$ cat config.mk
export PLATFORM = sky130hd
export DESIGN_NAME = mem2_stage
export DESIGN_NICKNAME = d
export VERILOG_FILES = /design/src/hw/lsu_pkg.sv /design/src/hw/mem2_stage.sv
export VERILOG_INCLUDE_DIRS = /design/src /design/src/include
export SDC_FILE = /design/constraint.sdc
export NUM_CORES = 1
export LEC_CHECK = 0
export BUFFER_PORTS_ARGS = -buffer_cell sky130_fd_sc_hd__buf_2
export CORE_ASPECT_RATIO = 0.5
export CORE_UTILIZATION = 42
export CTS_CLUSTER_SIZE = 30
export DETAILED_ROUTE_END_ITERATION = 6
export HOLD_SLACK_MARGIN = 0.03
export PLACE_DENSITY = 0.77
export SYNTH_ARGS = -nofsm -noshare
export SYNTH_HDL_FRONTEND = slang
export SYNTH_SLANG_ARGS = --single-unit
$ cat constraint.sdc
create_clock -name clk -period 1.9 [get_ports clk]
set_input_delay 0.19 -clock clk [delete_from_list [all_inputs] [get_ports clk]]
set_output_delay 0.19 -clock clk [all_outputs]
set_load 0.01 [all_outputs]
$ cat src/include/lsu_settings.svh
`ifndef LSU_SETTINGS_SVH
`define LSU_SETTINGS_SVH

// Data and address width
`define LSU_XLEN 32

// Direct-mapped data TLB depth as a power of two
`define LSU_TLB_ENTRIES 8

// Data RAM depth in words
`define LSU_RAM_WORDS 1024

// 4 KiB pages
`define LSU_PAGE_BITS 12

`define LSU_VPPN_BITS (`LSU_XLEN - `LSU_PAGE_BITS)

// Word address width of the data RAM
`define LSU_RAM_AW $clog2(`LSU_RAM_WORDS)

`endif

$ cat src/hw/lsu_pkg.sv
`include "lsu_settings.svh"

package lsu_pkg;

    typedef logic [`LSU_XLEN-1:0] lsu_word_t;

    typedef enum logic [3:0] {
        NOP   = 4'd0,
        LD_B  = 4'd1,
        LD_BU = 4'd2,
        LD_H  = 4'd3,
        LD_HU = 4'd4,
        LD_W  = 4'd5,
        ST_B  = 4'd6,
        ST_H  = 4'd7,
        ST_W  = 4'd8,
        LL    = 4'd9,
        SC    = 4'd10
    } lsu_op_e;

    typedef struct packed {
        logic                      valid;
        logic [`LSU_VPPN_BITS-1:0] vppn;
        logic [`LSU_VPPN_BITS-1:0] ppn;
        logic                      v;
        logic                      d;
        logic [1:0]                plv;
    } tlb_entry_t;

    // One bit per cause, highest first
    typedef struct packed {
        logic pil;
        logic pis;
        logic ppi;
        logic pme;
        logic tlbr;
        logic adem;
    } excp_vec_t;

    typedef struct packed {
        logic      valid;
        lsu_op_e   op;
        excp_vec_t excp;
        logic [1:0] byte_off;
        logic      wreg;
        logic [4:0] waddr;
        lsu_word_t wdata;
        logic      ll_we;
        logic      ll_value;
    } mem1_out_t;

    // LL counts as a load and SC as a store
    function automatic logic op_is_load(lsu_op_e op);
        return op inside {LD_B, LD_BU, LD_H, LD_HU, LD_W, LL};
    endfunction

    function automatic logic op_is_store(lsu_op_e op);
        return op inside {ST_B, ST_H, ST_W, SC};
    endfunction

endpackage

$ cat src/hw/mem2_stage.sv
`timescale 1ns/1ps

module mem2_stage (
    input  logic                clk,
    input  logic                rst,
    input  lsu_pkg::mem1_out_t  mem1_q_i,
    input  lsu_pkg::lsu_word_t  ram_rdata_i,
    output logic                llbit_o,
    output logic                res_valid_o,
    output logic                res_wreg_o,
    output logic [4:0]          res_waddr_o,
    output lsu_pkg::lsu_word_t  res_wdata_o,
    output lsu_pkg::excp_vec_t  res_excp_o
);
    import lsu_pkg::*;

    lsu_word_t shifted;
    lsu_word_t load_val;
    lsu_word_t wdata_d;
    logic      llbit_q;
    logic      llbit_d;

    // Addressed lane down to bit 0
    assign shifted = ram_rdata_i >> {mem1_q_i.byte_off, 3'b000};

    always_comb begin
        case (mem1_q_i.op)
            LD_B:    load_val = {{24{shifted[7]}}, shifted[7:0]};
            LD_BU:   load_val = {24'b0, shifted[7:0]};
            LD_H:    load_val = {{16{shifted[15]}}, shifted[15:0]};
            LD_HU:   load_val = {16'b0, shifted[15:0]};
            default: load_val = shifted;
        endcase
    end

    assign wdata_d = (op_is_load(mem1_q_i.op) && mem1_q_i.wreg) ? load_val : mem1_q_i.wdata;

    // Next-state value goes back so mem1 sees this cycle's update
    assign llbit_d = (mem1_q_i.valid && mem1_q_i.ll_we) ? mem1_q_i.ll_value : llbit_q;
    assign llbit_o = llbit_d;

    always_ff @(posedge clk) begin
        if (rst) begin
            llbit_q     <= 1'b0;
            res_valid_o <= 1'b0;
            res_wreg_o  <= 1'b0;
        end else begin
            llbit_q     <= llbit_d;
            res_valid_o <= mem1_q_i.valid;
            res_wreg_o  <= mem1_q_i.valid && mem1_q_i.wreg;
        end
    end

    always_ff @(posedge clk) begin
        res_waddr_o <= mem1_q_i.waddr;
        res_wdata_o <= wdata_d;
        res_excp_o  <= mem1_q_i.excp;
    end

endmodule

# ---- After elaboration in Yosys (flattened, before gate mapping)
# Index checks and enable logic that the tools add are counted.
dict set report totals {
  out_inout_bits 46
  elab_cells 25
  in_bits 87
  regBits 46
}
dict set report op_classes {
  n_reduce_logical 4
  shift 1
  eq_ne 6
  mux 3
}
# operator count
set op_table {}
lappend op_table {{32-bit one-hot mux with 4 select lines} 1}
lappend op_table {{32-bit 2-to-1 mux} 1}
lappend op_table {{32-bit by 5-bit right shift with 32-bit output} 1}
lappend op_table {{4-bit by 2-bit == test with 1-bit output (second input constant)} 2}
lappend op_table {{4-bit by 3-bit == test with 1-bit output (second input constant)} 2}
lappend op_table {{6-bit nonzero test} 1}
lappend op_table {{4-bit by 1-bit == test with 1-bit output (second input constant)} 1}
lappend op_table {{4-bit == test (second input constant)} 1}
lappend op_table {{1-bit logical AND} 3}
lappend op_table {{1-bit 2-to-1 mux} 1}

# ---- Depth between registers and ports, before layout
# Gate-level depths: netlist (run 1).
dict set report depth {
  ltp_word 4
  depth_mapped 7
  depth_no_buf 4
}

# ---- Worst setup path after synthesis (run 1)
# Ideal clock, no wire load.
dict set report synth_path {
  path_type {input -> register}
  start {input mem1_q_i[49] (netlist name)}
  end {register res_wdata_o[2]}
  path_buffers 3
  required_time_ps 1779
  slack_ps 314
  cell_stages 7
  arrival_ps 1464
  setup_ps 121
  path_cell_list {buf_4 > or3b_1 > o31ai_2 > and2_1 > buf_6 > buf_12 > mux2_4}
}
dict set report synth_via {
  elab_chain_len 4
  elab_cells_between_ends 9
  classes_between {eq/ne: 6; mux: 1; reduce/logical: 2}
}
# element line
set synth_rtl {}
lappend synth_rtl {{start, declared} mem2_stage.sv:6} ;# input lsu_pkg::mem1_out_t mem1_q_i,
lappend synth_rtl {{4-bit by 1-bit == test with 1-bit output (tied with other cells)} lsu_pkg.sv:54} ;# return op inside {LD_B, LD_BU, LD_H, LD_HU, LD_W, LL};
lappend synth_rtl {{6-bit nonzero test *} lsu_pkg.sv:54}
lappend synth_rtl {{1-bit logical AND *} mem2_stage.sv:36} ;# assign wdata_d = (op_is_load(mem1_q_i.op) && mem1_q_i.wreg) ? load_val : mem1_q_i.wdata;
lappend synth_rtl {{32-bit 2-to-1 mux *} mem2_stage.sv:36}
lappend synth_rtl {{via wdata_d[2]} mem2_stage.sv:19} ;# lsu_word_t wdata_d;
lappend synth_rtl {{end signal, assigned} mem2_stage.sv:56} ;# res_wdata_o <= wdata_d;
lappend synth_rtl {{end, declared} mem2_stage.sv:12} ;# output lsu_pkg::lsu_word_t res_wdata_o,
# The timed path passes the listed nets; every way through them passes the cells marked *.
# A chain may end at the register's enable or synchronous reset.

# ---- Final worst setup path (run 1)
dict set report layout_path {
  start {input mem1_q_i[48] (netlist name)}
  end {register res_wdata_o[25]}
}
dict set report layout_via {
  elab_chain_len 4
  elab_cells_between_ends 10
  classes_between {eq/ne: 6; mux: 2; reduce/logical: 2}
}
# element line
set layout_rtl {}
lappend layout_rtl {{4-bit by 1-bit == test with 1-bit output (tied with other cells)} {lsu_pkg.sv:54, mem2_stage.sv:27}}
lappend layout_rtl {{6-bit nonzero test} lsu_pkg.sv:54}
lappend layout_rtl {{1-bit logical AND} mem2_stage.sv:36}
lappend layout_rtl {{32-bit 2-to-1 mux *} mem2_stage.sv:36}
lappend layout_rtl {{via wdata_d[25]} mem2_stage.sv:19}
# Marked as above.

==> run summary, run 1 <==
TritonCTS built the clock tree. Clock skew on the completed layout was measured at 0 ns. The worst setup path is launched from an input port. For this run, the total global-route usage over all layers was measured as 21.2%.

The residual DRC count was 0. The number of setup buffers added after CTS is 0. The H-tree generated during clock tree synthesis spans 2 levels.

The library cell used most frequently in the layout, excluding fill and tap cells, is buf_2. For this design, the slowest cell found on the critical path is o31ai_2. In the finished design, the share of the clock period the worst path needs comes to 79.6%. The count of nets left with antenna violations once routing finished came out at 0.

Area added between synthesis and finish: 44.1%. The logs give 2.09 ns for the required time at the worst-slack endpoint and 194 for the number of instances in the synthesized netlist. The tools report the net count reported at finish as 418. The run gives 65.5% as the post-layout utilization of the core. The run gives 46 as the number of clock sinks. The residual overflow from global routing came out at 0.

The synthesized netlist devotes 20.6% of its cell area to compound gates. The number of different library cells used by synthesis comes to 34. For the starting density of the core, the log shows 45.5%. Routability-driven placement finished with a final weighted congestion of 0.766. At the pin with the least slew margin, the transition time is 0.853 ns.

Dividing the detail-routed wire length by the instance count gives 13.7 um. Type of the worst setup path: input port to flip-flop. The number of failing hold endpoints at the final stage is 0, and the mux share of post-synthesis cell area is 15.4%. The sum of net half-perimeters after detailed placement was 4190 um; the initial antenna violation count was 0. The first global-routing pass estimated 8480 um of wire. For the max capacitance violation total, the log shows 0. The vertical extent of the die is 51.6 um. 133 I/O pins were placed.

The run finished with clean final reports. Hold timing on the final database bottoms out at a slack of 0.0575 ns. The clock passes through at most 2 buffers. The delay of the slowest cell on the worst path is 0.69 ns, and the number of CTS-inserted buffers is 5. The synthesized design devotes to its leading area cell type 44.5% of total area. By area, the combinational part of the netlist is dominated by compound AO/OA/AOI/OAI gates.

After detailed routing, the number of vias per cell comes to 4.89. The total power divided by cell area works out to 771 mW/mm^2. For this run, the number of Yosys warnings is 0. The tools report the tightest slew margin relative to the limit as 42.8%. By area the synthesized netlist is led by dfxtp_1 (44%), mux2i_1 (7.7%), o22a_1 (6.8%), mux2_4 (4.4%), a2bb2oi_1 (3.4%). Setup violations remaining at the end of the flow were counted as 0. The core outline area was 0.00455 sq mm. Of the cells placed in the final design, the portion with a size suffix greater than 1 is 47.9%. The run gives 1,947 as the total vias in the final route. Setup repair after global routing left no endpoint under its margin. From left edge to right edge, the die measures 101 um. In this run, the number of DRC markers left after iteration 0 of detailed routing was 25. Data arrives at the worst endpoint at 1.70 ns.

Walking the worst path, the cells encountered are buf_2 -> o21a_1 -> o31ai_2 -> buf_4 -> nor3b_1 -> o22a_1. The tree is rooted in a clkbuf_8. The number of nets in the synthesized netlist is 281. The count of buffers added on input and output ports is 132.

The number of hold buffers added after CTS was 11. The die covers 0.00523 sq mm. The clock transition at the register clock pins on the worst setup and hold paths after CTS is 0.09 ns, and the number of global-route vias before repair is 1,937. The worst-case IR drop observed on VDD is 321 uV.

The library cells used most frequently in the layout, excluding fill and tap cells, are buf_2 (132), dfxtp_1 (46), mux2i_1 (16), o22a_1 (16). The number of optimization iterations in the first detailed-route pass is 4. Summing the areas of all and, or, nand and nor instances in the mapped netlist gives 12.9% of the synthesized area. For the leakage power figure, the log shows 1.42 nW.

Number of antenna cells inserted: 0. The synthesized design spends more area on one cell type than any other, namely dfxtp_1. Category of the worst setup path capture point: a flip-flop. For the worst-skew pair, the clock arrives at the later sink with an insertion delay of 0.29 ns. Summing the areas of all fa, ha and maj instances in the mapped netlist gives 0% of the synthesized area. For this block, the routed nets add up to 5440 um of wire. The sum of negative setup slack was 0 ns; the synthesized flop and latch total was 46. The synthesized netlist devotes 0.846% of its cell area to XOR and XNOR gates. The run gives 17 as the number of placement rows. The tools report the maximum clock frequency as 0.661 GHz. Entering global routing, the biggest net connects 41 pins. The portion of the post-synthesis area used by sequential elements came out at 44.5%. After clock tree synthesis, the repair step resized 0 gates. Counting I/O delays and the setup requirement, the final critical path takes 1.51 ns. The number of max-slew violations in the final report is 0. The min-delay analysis places its worst path in the category input port to flip-flop. The average instance in the mapped netlist occupies 10.7 sq um. The mapped netlist covers 0.00207 sq mm.

The worst-path maximum fanout was 11.
==> critical path, delay by kind of cell <==
family	cells	cell delay (ns)
simple gates	1	0.06
compound gates	3	1.05
buf+inv	2	0.41
==> kinds of logic after synthesis <==
| group | after synthesis |
|---|---|
| buf+inv | 19 |
| xor+xnor | 2 |
| flops | 46 |
| simple gates | 48 |
| compound gates | 52 |
| mux | 27 |
==> synth_stat cells (all sizes together) <==
cell     number
nor2         10
o2bb2ai       8
inv           1
nand2b        1
a211oi        7
o21a          1
mux2         10
or3           1
a21oi         7
o31ai         2
nor3b         9
o211ai        2
nand3b        1
and2          3
and3          1
a2bb2oi       8
or3b          1
nand2         9
clkbuf        3
xnor2         2
mux4          1
o22a         16
nor3          1
mux2i        16
buf          15
o21ai         1
dfxtp        46
nor2b        11
==> sequential cells by signal, summed over array words and instances, names as in the netlist <==
signal / flops
res_waddr_o: 5
res_excp_o: 6
res_wdata_o: 32
res_wreg_o: 1
res_valid_o: 1
llbit_q: 1
==> layout make-up <==
class | instances | area (sq um)
tap | 66 | 82.6
fill | 423 | 1570
multi-input combinational | 129 | 1030
timing repair buffer | 148 | 833
inverter | 1 | 3.75
clock buffer | 5 | 68.8
clock inverter | 3 | 45.0
sequential | 46 | 921
==> path summary, 6_finish.rpt <==
kind,from,end,slack (ns),cells past startpoint
max,mem1_q_i[48],res_wdata_o[25]$_DFF_P_,0.39,6
min,rst,llbit_q$_SDFF_PP0_,0.06,2
max reg2reg,llbit_q$_SDFF_PP0_,llbit_q$_SDFF_PP0_,1.11,2
min reg2reg,llbit_q$_SDFF_PP0_,llbit_q$_SDFF_PP0_,0.60,2
==> through the flow <==
stage	setup slack [ns]	instance area (sq um)	total power [mW]	cells
5_1_grt	0.316	2980	2.42	398
3_5_place_dp	0.0733	2760	1.59	379
6_report	0.387	2980	2.30	398
3_3_place_gp	0.155	2760	1.58	379
2_1_floorplan	0.314	2070	1.38	194
4_1_cts	0.391	2980	2.31	398
==> report_power, final <==
part	switching (mW)	internal [mW]	total, mW
sequential	0.0189	1.05	1.07
combinational	0.244	0.272	0.516
clock	0.327	0.391	0.718
==> layer usage <==
layer / up-vias / track usage (%) / wire length, um
met5: - / 0 / 0
met1: 892 / 23.5 / 2270
met3: 10 / 4.44 / 246
met2: 62 / 41.2 / 2830
li1: 983 / - / -
met4: 0 / 7.00 / 85
No activity file was read; power rests on OpenSTA's default activity.
==> run 2, diff against run 1 <==
--- a/config.mk
+++ b/config.mk
@@ -8,11 +8,11 @@
 export LEC_CHECK = 0
 export BUFFER_PORTS_ARGS = -buffer_cell sky130_fd_sc_hd__buf_2
 export CORE_ASPECT_RATIO = 0.5
-export CORE_UTILIZATION = 42
+export CORE_UTILIZATION = 38
 export CTS_CLUSTER_SIZE = 30
 export DETAILED_ROUTE_END_ITERATION = 6
 export HOLD_SLACK_MARGIN = 0.03
-export PLACE_DENSITY = 0.77
+export PLACE_DENSITY = 0.73
 export SYNTH_ARGS = -nofsm -noshare
 export SYNTH_HDL_FRONTEND = slang
 export SYNTH_SLANG_ARGS = --single-unit
==> constraint.sdc (replaced) <==
create_clock -name clk -period 1.3 [get_ports clk]
set_input_delay 0.13 -clock clk [delete_from_list [all_inputs] [get_ports clk]]
set_output_delay 0.13 -clock clk [all_outputs]
set_load 0.01 [all_outputs]
==> run 2 against run 1 <==
  * Final cell count grew 5.8%
  * Non-clock buffer count increased by 19
  * Worst setup slack lost 0.35 ns
  * Total power is 51% higher
  * Wire length up 5.4%
  * Clock skew stayed put
  * Register-to-register slack got worse by 0.60 ns
  * Critical path depth did not move
  * Largest power group unchanged
==> run summary, run 2 (same netlist as run 1, synthesis figures left out) <==
The logs give 0 (unchanged) for the total of endpoints with negative setup slack in the final report and 2 (unchanged) for the number of buffers on the longest clock path. In this design, the largest share of critical-path delay is due to simple AND/OR/NAND/NOR gates. The tools report the number of nets with antenna violations after routing as 0 (unchanged).

The commonest non-fill, non-tap cell in the layout was buf_2. The length in cells of the worst reg-to-reg path came out at 2 (unchanged). The largest registers in the layout are res_wdata_o (32), res_excp_o (6), res_waddr_o (5).

The clock latency reported for the late side of the worst-skew pair was 0.30 ns (about the same). The logs give 1.45 ns (-0.25 ns) for the arrival time of data at the critical path endpoint and 0 (unchanged) for the number of max-slew violations in the final report. The aggregate global-route resource usage was 19.1% (-2.1 points). The post-layout utilization of the core came out at 62.4% (-3.1 points). The combined buffer and inverter count along the critical path came out at 2 (unchanged). The flow ran to the end, and the final reports show no timing, DRC or antenna violations. The horizontal die dimension works out to 106 um (+5.0%). The run gives 2.56 mW (+50%) as the internal power component.

The switching share of power was 26.0% (+0.40 points); the first-pass GRT wire length was 8360 um (-1.5%). In this run the most critical hold path is launched from mem1_q_i[28]. The signal on the critical path passes through buf_2 -> or3b_1 -> o31ai_2 -> and2_1 -> buf_4 -> mux2_2.

The number of antenna cells inserted was 0 (unchanged). More flip-flops sit in one register than any other, and that register is res_wdata_o. The initial detailed-routing violation count is 57 (+130%), and the core outline area is 0.00509 sq mm (+12%). The maximum number of pins on one net before global-route repair was 37 (-9.8%); the final cell count without fillers was 421 (+5.8%). The number of failing hold endpoints at the final stage is 0 (unchanged).

The tools report the reg-to-reg startpoint as llbit_q$_SDFF_PP0_. The relative contribution of sequential cells to total power was 45.0% (-1.4 points). The library cells used most frequently in the layout, excluding fill and tap cells, are buf_2 (132), dfxtp_1 (46), buf_4 (18). For the final worst clock skew, the log shows 0 ns (unchanged). The number of flip-flops under the largest register name came out at 32 (unchanged).

The fraction of final layout cells sized beyond drive strength 1 was 50.7% (+2.8 points); the worst ir drop on vdd was 646 uV (+100%). The total power divided by cell area is 1090 mW/mm^2 (+41%). The residual DRC count is 0 (unchanged). The number of placement rows is 18 (+1). The residual overflow from global routing is 0 (unchanged).

In this run the clock root is driven by a clkbuf_8. Category of the worst setup path capture point: a flip-flop. The tools report the die outline area as 0.00576 sq mm (+10%). For the placed cell count, the log shows 401 (+5.8%). The most critical setup path has its startpoint at mem1_q_i[51]. The tightest slew margin relative to the limit was 78.6% (+36 points); the count of buffers from port buffering was 132 (unchanged). TritonCTS built the clock tree. The sort of element at the start of the critical path is an input port.

The logic depth of the worst setup path including buffers works out to 6 (unchanged). Type of the worst min-delay path: input port to flip-flop. The run gives 2,051 (+5.3%) as the total vias in the final route. Among all stages on the critical path, the largest delay is contributed by or3b_1.

The worst-path maximum fanout works out to 7 (-4). The number of instances on the worst hold path is 2 (unchanged), and the clock power share is 31.1% (about the same). The number of primary I/O pins was 133 (unchanged). After layout, the worst path uses 96.8% of the clock period. The number of optimization iterations in the first detailed-route pass is 4 (unchanged), and the wire length per cell after detailed routing is 13.6 um (-0.35%). Type of the worst setup path: input port to flip-flop.

For the part of the power in combinational logic, the log shows 24.0% (+1.6 points). For the total net switching power, the log shows 0.902 mW (+53%). The leakage power figure is 1.55 nW (+8.6%). Relative to the synthesized area, the layout overhead comes to 53.6%.

The clock transition at the register clock pins on the worst setup and hold paths after CTS is 0.09 ns (about the same). The measured slew at the worst slew-check pin works out to 0.319 ns (-0.534 ns). The delay of the slowest cell on the worst path is 0.38 ns (-0.31 ns). The starting density of the core came out at 40.7% (-4.8 points). Final critical-path required period: 1.26 ns. For the number of CTS-inserted buffers, the log shows 5 (unchanged).

The max capacitance violation total came out at 0 (unchanged). The sum of net half-perimeters after detailed placement came out at 4450 um (+6.1%). Vertical extent of the die: 54.2 um (+4.9%). The net count reported at finish came out at 437 (+4.5%). The tools report the maximum level of the CTS H-tree as 2 (unchanged). Static timing analysis puts the maximum clock frequency at 0.795 GHz. The required time at the worst-slack endpoint is 1.50 ns (-0.59 ns).

For the number of clock sinks, the log shows 46 (unchanged). The via density per instance works out to 4.87 (-0.41%). The logs give 0.696 (-9.1%) for the routability congestion estimate and 5730 um (+5.4%) for the final wirelength. Initial antenna violation count: 0 (unchanged). The number of global-route vias before repair was 1,877 (-3.1%).
## run 2: changes by cell type in the layout (fill, tap and decap cells not counted)
cell           change
mux2_4             +1
buf_4             +15
o2bb2ai_1          -1
inv_6              +1
mux2_2             -1
clkinv_2           +1
clkinvlp_4         -2
buf_6              +1
o31ai_4            +1
dlygate4sd3_1      +1
o2bb2ai_2          +1
buf_12             +2
o31ai_2            -1
## run 2: worst paths after layout
path,to,slack [ns]
min reg2reg,llbit_q$_SDFF_PP0_,0.61
max,res_wdata_o[0]$_DFF_P_,0.04
max reg2reg,llbit_q$_SDFF_PP0_,0.51
min,res_wdata_o[26]$_DFF_P_,0.05
## run 2: power by group through the flow
stage | Sequential, mW | Combinational, mW | Clock, mW
floorplan | 1.66 | 0.367 | 0
global placement | 1.59 | 0.783 | 0
detailed placement | 1.59 | 0.803 | 0
CTS | 1.56 | 0.832 | 1.09
global route | 1.57 | 0.905 | 1.16
finish | 1.56 | 0.830 | 1.08
## run 2: per-layer routing
layer,GRT usage [%],up-vias,share of wire [%]
met3,4.48,17,5.7
li1,-,1018,-
met2,35.3,69,50
met4,9.49,0,2.4
met1,21.7,947,42
met5,0,-,0
## run 2: repair_timing
item | CTS | global route
gates resized for setup | 0 | 1
buffers inserted | 0 | 0
setup endpoints to repair | 0 | 3
hold buffers | 12 | 0
hold endpoints to repair | 13 | 0
## run 2: area by class of cell
class	count	area, sq um
clock buffers	5	68.8
flip-flops and latches	46	921
well taps	70	87.6
repair buffers	167	1010
multi-input cells	129	1050
inverters	1	3.75
fillers	438	1910
clock inverters	3	43.8
## run 2: worst register-to-register path, delay by kind of cell, from the launching register on
family,cells,cell delay (ns)
multiplexers,1,0.26
flip-flops,1,0.30
AND/OR/NAND/NOR,1,0.13
## run 2: per-stage QoR
stage | worst slack [ns] | instance area (sq um) | TNS (ns) | hold WS, ns | total power, mW
3_5_place_dp | -0.279 | 2940 | -6.17 | 0.234 | 2.39
6_report | 0.0418 | 3180 | 0 | 0.0475 | 3.46
5_1_grt | -0.000323 | 3180 | -0.000323 | 0.0388 | 3.63
2_1_floorplan | -0.186 | 2110 | -1.31 | 0.158 | 2.03
3_3_place_gp | -0.229 | 2940 | -5.06 | 0.232 | 2.37
4_1_cts | 0.0299 | 3170 | 0 | 0.0408 | 3.48
