==> src/include/lsu_settings.svh <==
`ifndef LSU_SETTINGS_SVH
`define LSU_SETTINGS_SVH

// Data and address width
`define LSU_XLEN 32

// Direct-mapped data TLB depth as a power of two
`define LSU_TLB_ENTRIES 8

// Data RAM depth in words
`define LSU_RAM_WORDS 1024

// 4 KiB pages
`define LSU_PAGE_BITS 12

`define LSU_VPPN_BITS (`LSU_XLEN - `LSU_PAGE_BITS)

// Word address width of the data RAM
`define LSU_RAM_AW $clog2(`LSU_RAM_WORDS)

`endif

==> src/hw/lsu_pkg.sv <==
`include "lsu_settings.svh"

package lsu_pkg;

    typedef logic [`LSU_XLEN-1:0] lsu_word_t;

    typedef enum logic [3:0] {
        NOP   = 4'd0,
        LD_B  = 4'd1,
        LD_BU = 4'd2,
        LD_H  = 4'd3,
        LD_HU = 4'd4,
        LD_W  = 4'd5,
        ST_B  = 4'd6,
        ST_H  = 4'd7,
        ST_W  = 4'd8,
        LL    = 4'd9,
        SC    = 4'd10
    } lsu_op_e;

    typedef struct packed {
        logic                      valid;
        logic [`LSU_VPPN_BITS-1:0] vppn;
        logic [`LSU_VPPN_BITS-1:0] ppn;
        logic                      v;
        logic                      d;
        logic [1:0]                plv;
    } tlb_entry_t;

    // One bit per cause, highest first
    typedef struct packed {
        logic pil;
        logic pis;
        logic ppi;
        logic pme;
        logic tlbr;
        logic adem;
    } excp_vec_t;

    typedef struct packed {
        logic      valid;
        lsu_op_e   op;
        excp_vec_t excp;
        logic [1:0] byte_off;
        logic      wreg;
        logic [4:0] waddr;
        lsu_word_t wdata;
        logic      ll_we;
        logic      ll_value;
    } mem1_out_t;

    // LL counts as a load and SC as a store
    function automatic logic op_is_load(lsu_op_e op);
        return op inside {LD_B, LD_BU, LD_H, LD_HU, LD_W, LL};
    endfunction

    function automatic logic op_is_store(lsu_op_e op);
        return op inside {ST_B, ST_H, ST_W, SC};
    endfunction

endpackage

==> src/hw/dtlb.sv <==
`timescale 1ns/1ps
`include "lsu_settings.svh"

module dtlb (
    input  logic                      clk,
    input  logic                      rst,
    input  logic                      we_i,
    input  lsu_pkg::tlb_entry_t       entry_i,
    input  logic [`LSU_VPPN_BITS-1:0] vppn_i,
    output logic                      hit_o,
    output lsu_pkg::tlb_entry_t       entry_o
);
    import lsu_pkg::*;

    localparam int IDX_BITS = $clog2(`LSU_TLB_ENTRIES);

    tlb_entry_t            entries [`LSU_TLB_ENTRIES];
    logic [IDX_BITS-1:0]   wr_idx;
    logic [IDX_BITS-1:0]   rd_idx;

    // Direct mapped on the low vppn bits
    assign wr_idx = entry_i.vppn[IDX_BITS-1:0];
    assign rd_idx = vppn_i[IDX_BITS-1:0];

    always_ff @(posedge clk) begin
        if (rst) begin
            for (int i = 0; i < `LSU_TLB_ENTRIES; i++) begin
                entries[i].valid <= 1'b0;
            end
        end else if (we_i) begin
            entries[wr_idx] <= entry_i;
        end
    end

    // Combinational lookup with the full vppn as tag
    always_comb begin
        entry_o = entries[rd_idx];
        hit_o   = entry_o.valid && (entry_o.vppn == vppn_i);
    end

endmodule

==> config.mk <==
export PLATFORM = sky130hd
export DESIGN_NAME = dtlb
export DESIGN_NICKNAME = d
export VERILOG_FILES = /design/src/hw/lsu_pkg.sv /design/src/hw/dtlb.sv
export VERILOG_INCLUDE_DIRS = /design/src /design/src/include
export SDC_FILE = /design/constraint.sdc
export NUM_CORES = 1
export LEC_CHECK = 0
export BUFFER_PORTS_ARGS = -buffer_cell sky130_fd_sc_hd__buf_4
export CAP_MARGIN = 20
export CORE_ASPECT_RATIO = 1.25
export CORE_MARGIN = 5
export CORE_UTILIZATION = 45
export DETAILED_ROUTE_END_ITERATION = 10
export PLACE_DENSITY = 0.72
export SLEW_MARGIN = 40
export SYNTH_ARGS = -nofsm -noshare
export SYNTH_HDL_FRONTEND = slang
export SYNTH_SLANG_ARGS = --single-unit
==> constraint.sdc <==
create_clock -name clk -period 5.15 [get_ports clk]
set_input_delay 0.2575 -clock clk [delete_from_list [all_inputs] [get_ports clk]]
set_output_delay 0.2575 -clock clk [all_outputs]
set_load 0.02 [all_outputs]
# After elaboration in Yosys (flattened, before gate mapping)

Memories as Yosys holds them, arrays and structs flattened.
Cells that the tools add are included.

Register bits after elaboration: 0
RAM bits: 360
Output and inout bits: 46
Word-level logic and storage cells: 12
Memories kept: 1

Equal/unequal tests: 1
Muxes and demuxes: 8
Reduce and logical (&&, ||, !) cells: 2

Memories:

| memory  | depth | bits a word | rd ports | clocked after memory_dff | wr ports | line       | RTL |
|---|---|---|---|---|---|---|---|
| entries | 8     | 45          | 1        | 0                        | 8        | dtlb.sv:17 | `` tlb_entry_t entries [`LSU_TLB_ENTRIES]; `` |

Operators by type and width:

| operator            | number |
|---|---|
| $mux W45            | 1 |
| $reduce_or A45 Y1   | 1 |
| $eq A20 B20 Y1      | 1 |
| $mux W1             | 5 |
| $mux W3             | 1 |
| $mux W2             | 1 |
| $logic_and A1 B1 Y1 | 1 |

# Longest topological paths before layout

Gate-level depths: netlist of the first run.

Word-level depth: 5
Depth in mapped cells: 10

# Worst setup path after synthesis of the first run

Ideal clock, no wire load.

Path kind: input-to-reg
Start: input entry_i[25] (netlist name)
End: memory entries[0][44] (netlist name) (enable)
Data arrival time: 4268 ps
Data required time: 4845 ps
Slack: 577 ps
Stages on the path: 3
Buffers on the path: 0
Cell sequence: or3b_2 nor3_1 or2_2

RTL lines:

| item               | line       | RTL |
|---|---|---|
| start: declaration | dtlb.sv:8  | `input lsu_pkg::tlb_entry_t entry_i,` |
| end: declaration   | dtlb.sv:17 |  |

# Final worst setup path of the first run

Start: input vppn_i[0]
End: output hit_o

Cells in the longest elaborated chain, start to end: 3

RTL lines:

| item                    | line       | RTL |
|---|---|---|
| start: declaration      | dtlb.sv:9  | `` input logic [`LSU_VPPN_BITS-1:0] vppn_i, `` |
| $mem_v2 Z8 W45          | --         |  |
| $eq A20 B20 Y1          | dtlb.sv:38 | `hit_o = entry_o.valid && (entry_o.vppn == vppn_i);` |
| $logic_and A1 B1 Y1 (*) | dtlb.sv:38 |  |
| end: declaration        | dtlb.sv:10 | `output logic hit_o,` |

Mark *: on every way between the ends. The rest lies on a longest branch, timed or not.

==> impl_metrics.tcl, run 1 <==
set metrics [dict create \
    status "finished, final reports clean" \
    port_buffers 113 \
    drt_iter0_markers 389 \
    fin_tns_setup_ns 0 \
    viasPerCell 5.39 \
    grt_pass1_vias 7248 \
    first_pass_iters 4 \
    drc 0 \
    gp_congestion 0.766 \
    whs_endpoint "entries[0][26]$_DFFE_PP_" \
    synth_cells 626 \
    clk_pin_slew_ns 0.06 \
    die_h_um 207 \
    slew_viol_final 0 \
    num-nets-final 877 \
    ir_worst_vdd_mv 0.389 \
    totalWireLength_mm 28.1 \
    critPathArrivalTime_ns 2.97 \
    synth_top_cell_area_share_pct 77.0 \
    syn_area_um2 14000 \
    cts.path.max_buffers 3 \
    largest_register "entries" \
    synth_nets 694 \
    track_usage_pct 16.2 \
    via_count 6679 \
    largest_register_ff_count 360 \
    rows 72 \
    synth_ff_type "edfxtp_1" \
    worst_setup_path_end_kind "output port" \
    wl_met2_mm 14.1 \
    core_um2 30900 \
    ios 114 \
    fin_util_pct 55.0 \
    min_path_type "in2reg" \
    min_path_cells 1 \
    setup_viol 0 \
    netlist_top_cells_area "edfxtp_1 (77%), mux4_2 (11%), mux2_2 (3.4%)" \
    fmax_mhz 310 \
    min-delay-start "entry_i[26]" \
    yosysSeqAreaShare_pct 77.0 \
    antenna_found_initial 0 \
    yosys_warnings 0 \
    postSynth.asyncResetShare_pct 0 \
    hold_buffers 42 \
    worstMarginPinSlew_ns 0.757 \
    powerDensity_nw_per_um2 363 \
    synth.most_common_cell "edfxtp_1" \
    crit_required_ns 4.89 \
    hpwl_mm 16.8 \
    clock-sinks 360 \
    globalRouteOverflowTotal 0 \
    synth_edf_count 360 \
    post_cts_resized 0 \
    die_area_um2 34900 \
    post-route-min-period_ns 3.22 \
    cap_violations 0 \
    hold_viol 0 \
    critPathLaunchType "input port" \
    synth-seq-cells 360 \
    cellLeakagePower_nw 5.69 \
    antenna_cells 0 \
    die_x_um 168 \
    synth_commonest_cells "edfxtp_1 (360), mux4_2 (67), mux2_2 (42), mux2i_1 (27), xor2_1 (12)" \
    critical_path_class "in2out" \
    antenna_left 0 \
    slew_headroom_pct 49.4 \
    yosysUniqueCellTypes 39 \
    reg.largest.list "entries x360" \
    drt-met1-wl_mm 12.0 \
    seq_area_um2 10800 \
    multi_input_area_um2 3100 \
    fillers 2296 \
    routed.top_layer "met4" \
    grt_pass1_wl_mm 43.4 \
    post_cts_buffers 0 \
    cts_tree "done" \
    cts-htree-levels 2 \
    yosys.area.top_type "edfxtp_1" \
    rsz0062_at_grt "no" \
    wl_met3_mm 1.53 \
    finalCritPeriodShare_pct 62.6 \
    cts_made_buffers 34 \
    initial_core_util_pct 45.4 \
    wl_per_cell_um 22.7 \
    crit_fanout 59 \
    area_growth_pct 20.9 \
    drive_above_1_share_pct 36.6 \
    cts_root_buffer "clkbuf_16" \
    p_total_w 0.00617 \
    syn_avg_cell_area_um2 22.4 \
    grt_max_degree 60 \
    cp-startpoint "vppn_i[0]" \
]
power breakdown:
part	internal [W]	switching, W	total (W)
registers	0.00329	0.0000133	0.00330
clock network	0.00140	0.00100	0.00240
logic	0.000221	0.000244	0.000465
area by class of cell:
cell class                 instances  share of cell area (%)
sequential                       360                    63.7
multi-input combinational        235                    18.3
timing repair buffer             174                    8.64
clock buffer                      43                    5.59
tap                              407                    3.00
clock inverter                    17                   0.752
inverter                           4                  0.0884
per-layer routing:
metal  global-route usage, %  vias to the layer above
li1                        -                     2971
met2                    26.9                      178
met4                    3.67                        0
met1                    22.4                     3499
met5                       0                        -
met3                    3.28                       31
cell families after synthesis:
family,count (synthesis),share of synthesized area (%)
flip-flops,360,77.0
multiplexers,143,17.3
AND/OR/NAND/NOR,53,2.17
buffers and inverters,31,1.38
AO/OA/AOI/OAI,23,1.19
XOR/XNOR,16,0.998
stage by stage:
stage | instance area (um^2) | setup WS, ns | cells | hold WS [ns]
global route | 17000 | 1.71 | 1240 | 0.0600
finish | 17000 | 1.93 | 1240 | 0.0720
detailed placement | 15500 | 1.80 | 1138 | 0.492
floorplan | 14000 | 0.577 | 626 | 0.356
global placement | 15400 | 1.81 | 1135 | 0.486
CTS | 17000 | 1.80 | 1240 | 0.0462
layout by cell type (no fill, tap or decap), types with 2 or more instances in the layout:
cell type,count
xor2_1,12
mux4_2,67
a221oi_1,3
clkinv_2,6
o21ai_0,2
edfxtp_1,360
a22oi_1,2
mux2i_1,27
o22ai_1,5
dlygate4sd3_1,42
mux4_1,6
clkbuf_1,6
bufinv_16,2
nor2_4,6
and2_1,11
nor2b_1,5
nor4_1,3
buf_16,2
nor3_4,2
mux2_2,42
or2_2,8
a211oi_1,6
nand2_1,5
clkbuf_16,37
xnor2_1,4
inv_1,4
buf_4,127
clkinv_1,8
nand2b_1,5
buf_6,2
nor2_1,2
worst max-delay path, cell delays in order:
cell	delay [ns]
buf_6	0.51
buf_4	0.43
mux4_2	0.54
mux2_2	0.29
xor2_1	0.18
nor4_1	0.31
and4_1	0.27
buf_4	0.15
worst max-delay path by stage:
stage / to / slack [ns] / cells past startpoint
floorplan: entries[0][44]$_SDFFCE_PN0P_ / 0.58 / 3
global placement: hit_o / 1.81 / 8
detailed placement: hit_o / 1.80 / 8
CTS: hit_o / 1.80 / 8
global route: hit_o / 1.71 / 8
finish: hit_o / 1.93 / 8
Note: power is estimated with default switching activity, not from simulation.
==> inputs of run 2 (changes only) <==
--- a/config.mk
+++ b/config.mk
@@ -6,6 +6,7 @@
 export SDC_FILE = /design/constraint.sdc
 export NUM_CORES = 1
 export LEC_CHECK = 0
+export ABC_AREA = 1
 export BUFFER_PORTS_ARGS = -buffer_cell sky130_fd_sc_hd__buf_4
 export CAP_MARGIN = 20
 export CORE_ASPECT_RATIO = 1.25
==> constraint.sdc (replaced) <==
create_clock -name clk -period 3.2 [get_ports clk]
set_input_delay 0.16 -clock clk [delete_from_list [all_inputs] [get_ports clk]]
set_output_delay 0.16 -clock clk [all_outputs]
set_load 0.02 [all_outputs]
==> impl_metrics.tcl, run 2 <==
set metrics [dict create \
    num-nets-final 1509 \
    antenna_found_initial 0 \
    netlist_top_cells_area "edfxtp_1 (73%), nor2_1 (6.4%), nand2_1 (5.4%)" \
    cts-htree-levels 2 \
    fin_tns_setup_ns 0 \
    syn_avg_cell_area_um2 11.5 \
    post_cts_buffers 0 \
    grt_max_degree 152 \
    totalWireLength_mm 34.6 \
    track_usage_pct 18.4 \
    post-route-min-period_ns 2.43 \
    synth_cells 1290 \
    die_x_um 173 \
    cts_root_buffer "clkbuf_16" \
    rows 74 \
    crit_path_cell_trace "inv_1, nand2_1, nand3_1, nand3_1, nand2_1, o21ai_0, inv_1, nand2_1, nor2_1, nand2_1, nor2_1, buf_4" \
    critPathLaunchType "register" \
    largest_register "entries" \
    core_um2 32700 \
    pwr-share-comb_pct 8.2 \
    status "finished, final reports clean" \
    hpwl_mm 19.3 \
    synth_top_cell_area_share_pct 72.8 \
    synth.most_common_cell "edfxtp_1" \
    synth_commonest_cells "edfxtp_1 (360), nor2_1 (254), nand2_1 (215), o21ai_0 (118), inv_1 (108)" \
    area_growth_pct 20.4 \
    cap_violations 0 \
    hold_ws_ns 0.0710 \
    p_sw_w 0.00227 \
    globalRouteOverflowTotal 0 \
    drive_above_1_share_pct 13.8 \
    power_frac_seq_pct 50.3 \
    synth-seq-cells 360 \
    largest_register_ff_count 360 \
    clk_pin_slew_ns 0.06 \
    worst_setup_path_end_kind "output port" \
    critPathArrivalTime_ns 2.27 \
    worstMarginPinSlew_ns 0.789 \
    grt_pass1_vias 10100 \
    ios 114 \
    power.internal_w 0.00830 \
    clock-sinks 360 \
    initial_core_util_pct 45.5 \
    crit_fanout 3 \
    postSynth.asyncResetShare_pct 0 \
    slowest_stage "edfxtp_1" \
    finalCritPeriodShare_pct 75.9 \
    synth_ff_type "edfxtp_1" \
    min_path_type "in2reg" \
    yosysSeqAreaShare_pct 72.8 \
    antenna_cells 0 \
    min-delay-start "rst" \
    routed.top_layer "met4" \
    cts.path.max_buffers 3 \
    p_total_w 0.0106 \
    layout_commonest_cell "edfxtp_1" \
    placed_area_um2 16200 \
    cts_made_buffers 37 \
    critical_path_class "reg2out" \
    gp_congestion 0.761 \
    ir_worst_vdd_mv 0.503 \
    port_buffers 113 \
    slew_viol_final 0 \
    via_count 9935 \
    fin_area_um2 17900 \
    die_area_um2 36800 \
    power_frac_clock_pct 41.5 \
    reg.largest.list "entries x360" \
    powerDensity_nw_per_um2 591 \
    fmax_mhz 412 \
    yosys_warnings 0 \
    rsz0062_at_grt "no" \
    grt_pass1_wl_mm 54.1 \
    slew_headroom_pct 47.3 \
    wl_per_cell_um 18.4 \
    final_cell_mix "edfxtp_1 (360), nor2_1 (246), nand2_1 (215)" \
    crit_top_cell "nand2_1" \
    wl_met3_mm 2.16 \
    drt-met1-wl_mm 13.6 \
    wl_met2_mm 18.1 \
    setup_viol 0 \
    synth_nets 1358 \
    antenna_left 0 \
    cp-startpoint "entries[2][25]$_DFFE_PP_" \
    drt_iter0_markers 630 \
    synth_edf_count 360 \
    syn_area_um2 14900 \
    drc 0 \
    viasPerCell 5.28 \
    cts_tree "done" \
    yosysUniqueCellTypes 20 \
    crit_required_ns 3.04 \
    cp_slowest_stage_delay_ns 0.36 \
    crit_family "simple AND/OR/NAND/NOR gates" \
    first_pass_iters 5 \
    fin_util_pct 54.7 \
    crit_buf_inv 3 \
    hold_viol 0 \
    yosys.area.top_type "edfxtp_1" \
    fillers 2701 \
    die_h_um 213 \
    cellLeakagePower_nw 6.73 \
    swShare_pct 21.5 \
]
## run 2: cells by family (layout without fill, tap and decap cells)
logic type / count (synthesis) / count (layout) / synth area share, %
buffers and inverters: 182 / 356 / 5.39
AO/OA/AOI/OAI: 185 / 185 / 6.72
flip-flops: 360 / 360 / 72.8
AND/OR/NAND/NOR: 563 / 563 / 15.1
## run 2: path summary, 6_finish.rpt
path	to	slack [ns]	cells past startpoint
worst max-delay path	hit_o	0.77	12
worst min-delay path	entries[6][44]$_SDFFCE_PN0P_	0.07	3
## run 2: what timing repair did
action                    4_1_cts  5_1_grt
hold buffers                   44        0
gates resized for setup         0        0
hold endpoints to repair      352        0
## run 2: layout make-up
class                      instances  area (um^2)  share of cell area [%]
tap                              418          523                    2.92
inverter                         113          427                    2.39
clock buffer                      43          991                    5.54
timing repair buffer             181         1570                    8.80
clock inverter                    19          251                    1.41
sequential                       360        10800                    60.5
multi-input combinational        748         3310                    18.5
## run 2: per-stage QoR
stage / setup slack (ns) / cells
2_1_floorplan: 0.156 / 1290
3_3_place_gp: 0.781 / 1776
3_5_place_dp: 0.780 / 1776
4_1_cts: 0.748 / 1882
5_1_grt: 0.520 / 1882
6_report: 0.770 / 1882
## run 2: power by group through the flow
stage	logic, W	registers (W)	clock network, W
after floorplan	0.000470	0.00541	0
after global placement	0.000808	0.00541	0
after detailed placement	0.000827	0.00541	0
after CTS	0.000878	0.00531	0.00445
after global routing	0.000962	0.00532	0.00467
final	0.000871	0.00531	0.00438
## run 2: routing by layer
layer | track usage [%] | vias up
met3 | 3.56 | 61
met5 | 0 | -
li1 | - | 4732
met4 | 5.41 | 0
met1 | 22.4 | 4847
met2 | 33.4 | 295
==> inputs of run 3 (changes only) <==
--- a/config.mk
+++ b/config.mk
@@ -13,7 +13,7 @@
 export CORE_MARGIN = 5
 export CORE_UTILIZATION = 45
 export DETAILED_ROUTE_END_ITERATION = 10
-export PLACE_DENSITY = 0.72
+export PLACE_DENSITY = 0.74
 export SLEW_MARGIN = 40
 export SYNTH_ARGS = -nofsm -noshare
 export SYNTH_HDL_FRONTEND = slang
==> constraint.sdc (replaced) <==
create_clock -name clk -period 2.16 [get_ports clk]
set_input_delay 0.108 -clock clk [delete_from_list [all_inputs] [get_ports clk]]
set_output_delay 0.108 -clock clk [all_outputs]
set_load 0.02 [all_outputs]
==> impl_metrics.tcl, run 3 (synthesis gave the netlist of run 2 again) <==
set metrics [dict create \
    drc 0 \
    fmax_mhz 451 \
    track_usage_pct 18.3 \
    hold_viol 0 \
    antenna_left 0 \
    fin_ws_ns -0.0557 \
    cts_root_buffer "clkbuf_16" \
    critical_path_class "reg2out" \
    hold_ws_ns 0.0657 \
    rows 74 \
    crit_buf_inv 5 \
    rsz0062_at_grt "yes" \
    clock-sinks 360 \
    drive_above_1_share_pct 15.2 \
    slew_viol_final 0 \
    initial_core_util_pct 45.5 \
    slew_headroom_pct 50.0 \
    cts.path.max_buffers 3 \
    fillers 2665 \
    crit_required_ns 2.05 \
    whs_endpoint "entries[0][44]$_SDFFCE_PN0P_" \
    crit_top_cell "nand2_1" \
    cp-startpoint "entries[2][42]$_DFFE_PP_" \
    crit_path_cell_trace "inv_1, nand2_1, nand3_1, nand3_2, buf_4, buf_4, buf_4, nand2_1, nand2_1, nand4_1, nor2_1, nand2_1, nor2_2, buf_6" \
    clk_pin_slew_ns 0.06 \
    min-delay-start "rst" \
    totalWireLength_mm 34.2 \
    core_um2 32700 \
    cts_made_buffers 35 \
    min_path_type "in2reg" \
    status "complete, but fails checks" \
    ios 114 \
    finalCritPeriodShare_pct 103 \
    p_total_w 0.0152 \
    post-route-min-period_ns 2.22 \
    placedCellCount 1788 \
    grt_pass1_vias 9846 \
    grt_max_degree 75 \
    fin_util_pct 55.3 \
    first_pass_iters 5 \
    crit_family "simple AND/OR/NAND/NOR gates" \
    largest_register "entries" \
    antenna_found_initial 1 \
    via_count 9976 \
    worstMarginPinSlew_ns 0.750 \
    grt_pass1_wl_mm 53.8 \
    die_area_um2 36800 \
    setup_viol 1 \
    viasPerCell 5.25 \
    fin_area_um2 18100 \
    die_x_um 173 \
    num-nets-final 1524 \
    min_path_cells 4 \
    cellLeakagePower_nw 6.81 \
    powerDensity_nw_per_um2 841 \
    hpwl_mm 19.9 \
    critPathLaunchType "register" \
    violations "negative setup slack" \
    cts_tree "done" \
    crit_fanout 2 \
    layout_commonest_cell "edfxtp_1" \
    critPathArrivalTime_ns 2.11 \
    drt_iter0_markers 927 \
    port_buffers 113 \
    cts-htree-levels 2 \
    worst_setup_path_end_kind "output port" \
    ir_worst_vdd_mv 0.632 \
    slowest_stage "edfxtp_1" \
    placed_area_um2 16400 \
    gp_congestion 0.790 \
    area_growth_pct 21.6 \
    wl_per_cell_um 18.0 \
    largest_register_ff_count 360 \
    cap_violations 0 \
    final_cell_mix "edfxtp_1 (360), nor2_1 (243), nand2_1 (213)" \
    die_h_um 213 \
    cp_slowest_stage_delay_ns 0.32 \
    final_cell_count_no_fill 1901 \
    reg.largest.list "entries x360" \
    globalRouteOverflowTotal 0 \
]
[run 3: cell count changes in the layout (fill, tap and decap cells not counted), sizes merged]
cell / before / now
clkbuf: 43 / 39
diode: 0 / 1
buf: 137 / 154
clkinvlp: 1 / 0
clkinv: 11 / 19
bufinv: 6 / 4
[run 3: how the worst max path moves through the flow]
stage / cells past startpoint / endpoint / slack [ns]
global route: 12 / hit_o / -0.20
detailed placement: 12 / hit_o / 0.17
finish: 14 / hit_o / -0.06
CTS: 12 / hit_o / -0.04
global placement: 12 / hit_o / 0.18
floorplan: 5 / entries[2][0]$_DFFE_PP_ / -0.66
[run 3: per-stage QoR]
stage	setup TNS (ns)	worst slack, ns
6_report	-0.0557	-0.0557
5_1_grt	-0.205	-0.205
4_1_cts	-0.0390	-0.0390
3_5_place_dp	0	0.170
3_3_place_gp	0	0.176
2_1_floorplan	-58.31	-0.661
[run 3: tightest hold or removal path: cells and delay by family]
kind                   cells  cell delay (ns)
buffers and inverters      3             0.26
and+or+nand+nor            1             0.07
[run 3: final cells by class]
type	count	area (um^2)	share of cell area, %
Sequential cell	360	10800	59.8
Multi-Input combinational cell	748	3340	18.5
Timing Repair Buffer	198	1830	10.1
Clock buffer	39	912	5.05
Tap cell	418	523	2.90
Inverter	113	427	2.36
Clock inverter	24	221	1.23
Antenna cell	1	2.50	0.0139
[run 3: timing repair]
item	in CTS	in global routing
pin swaps	9	6
endpoints found under the hold margin	352	0
setup buffers	5	0
setup endpoints to repair	1	1
resized for setup	8	3
hold buffers	44	0
[run 3: report_power, final]
part | switching [W] | internal (W) | leakage (nW)
combinational | 0.000833 | 0.000500 | 3.00
clock | 0.00247 | 0.00352 | 0.560
sequential | 0.0000313 | 0.00784 | 3.26
total | 0.00334 | 0.0119 | 6.81
[run 3: per-layer routing]
layer  vias to the layer above  global-route usage (%)  part of all wire (%)
li1                       4769                       -                     -
met1                      4803                    22.7                    39
met2                       340                    32.7                    52
met3                        64                    2.99                   5.8
met4                         0                    6.31                   3.1
met5                         -                       0                     0
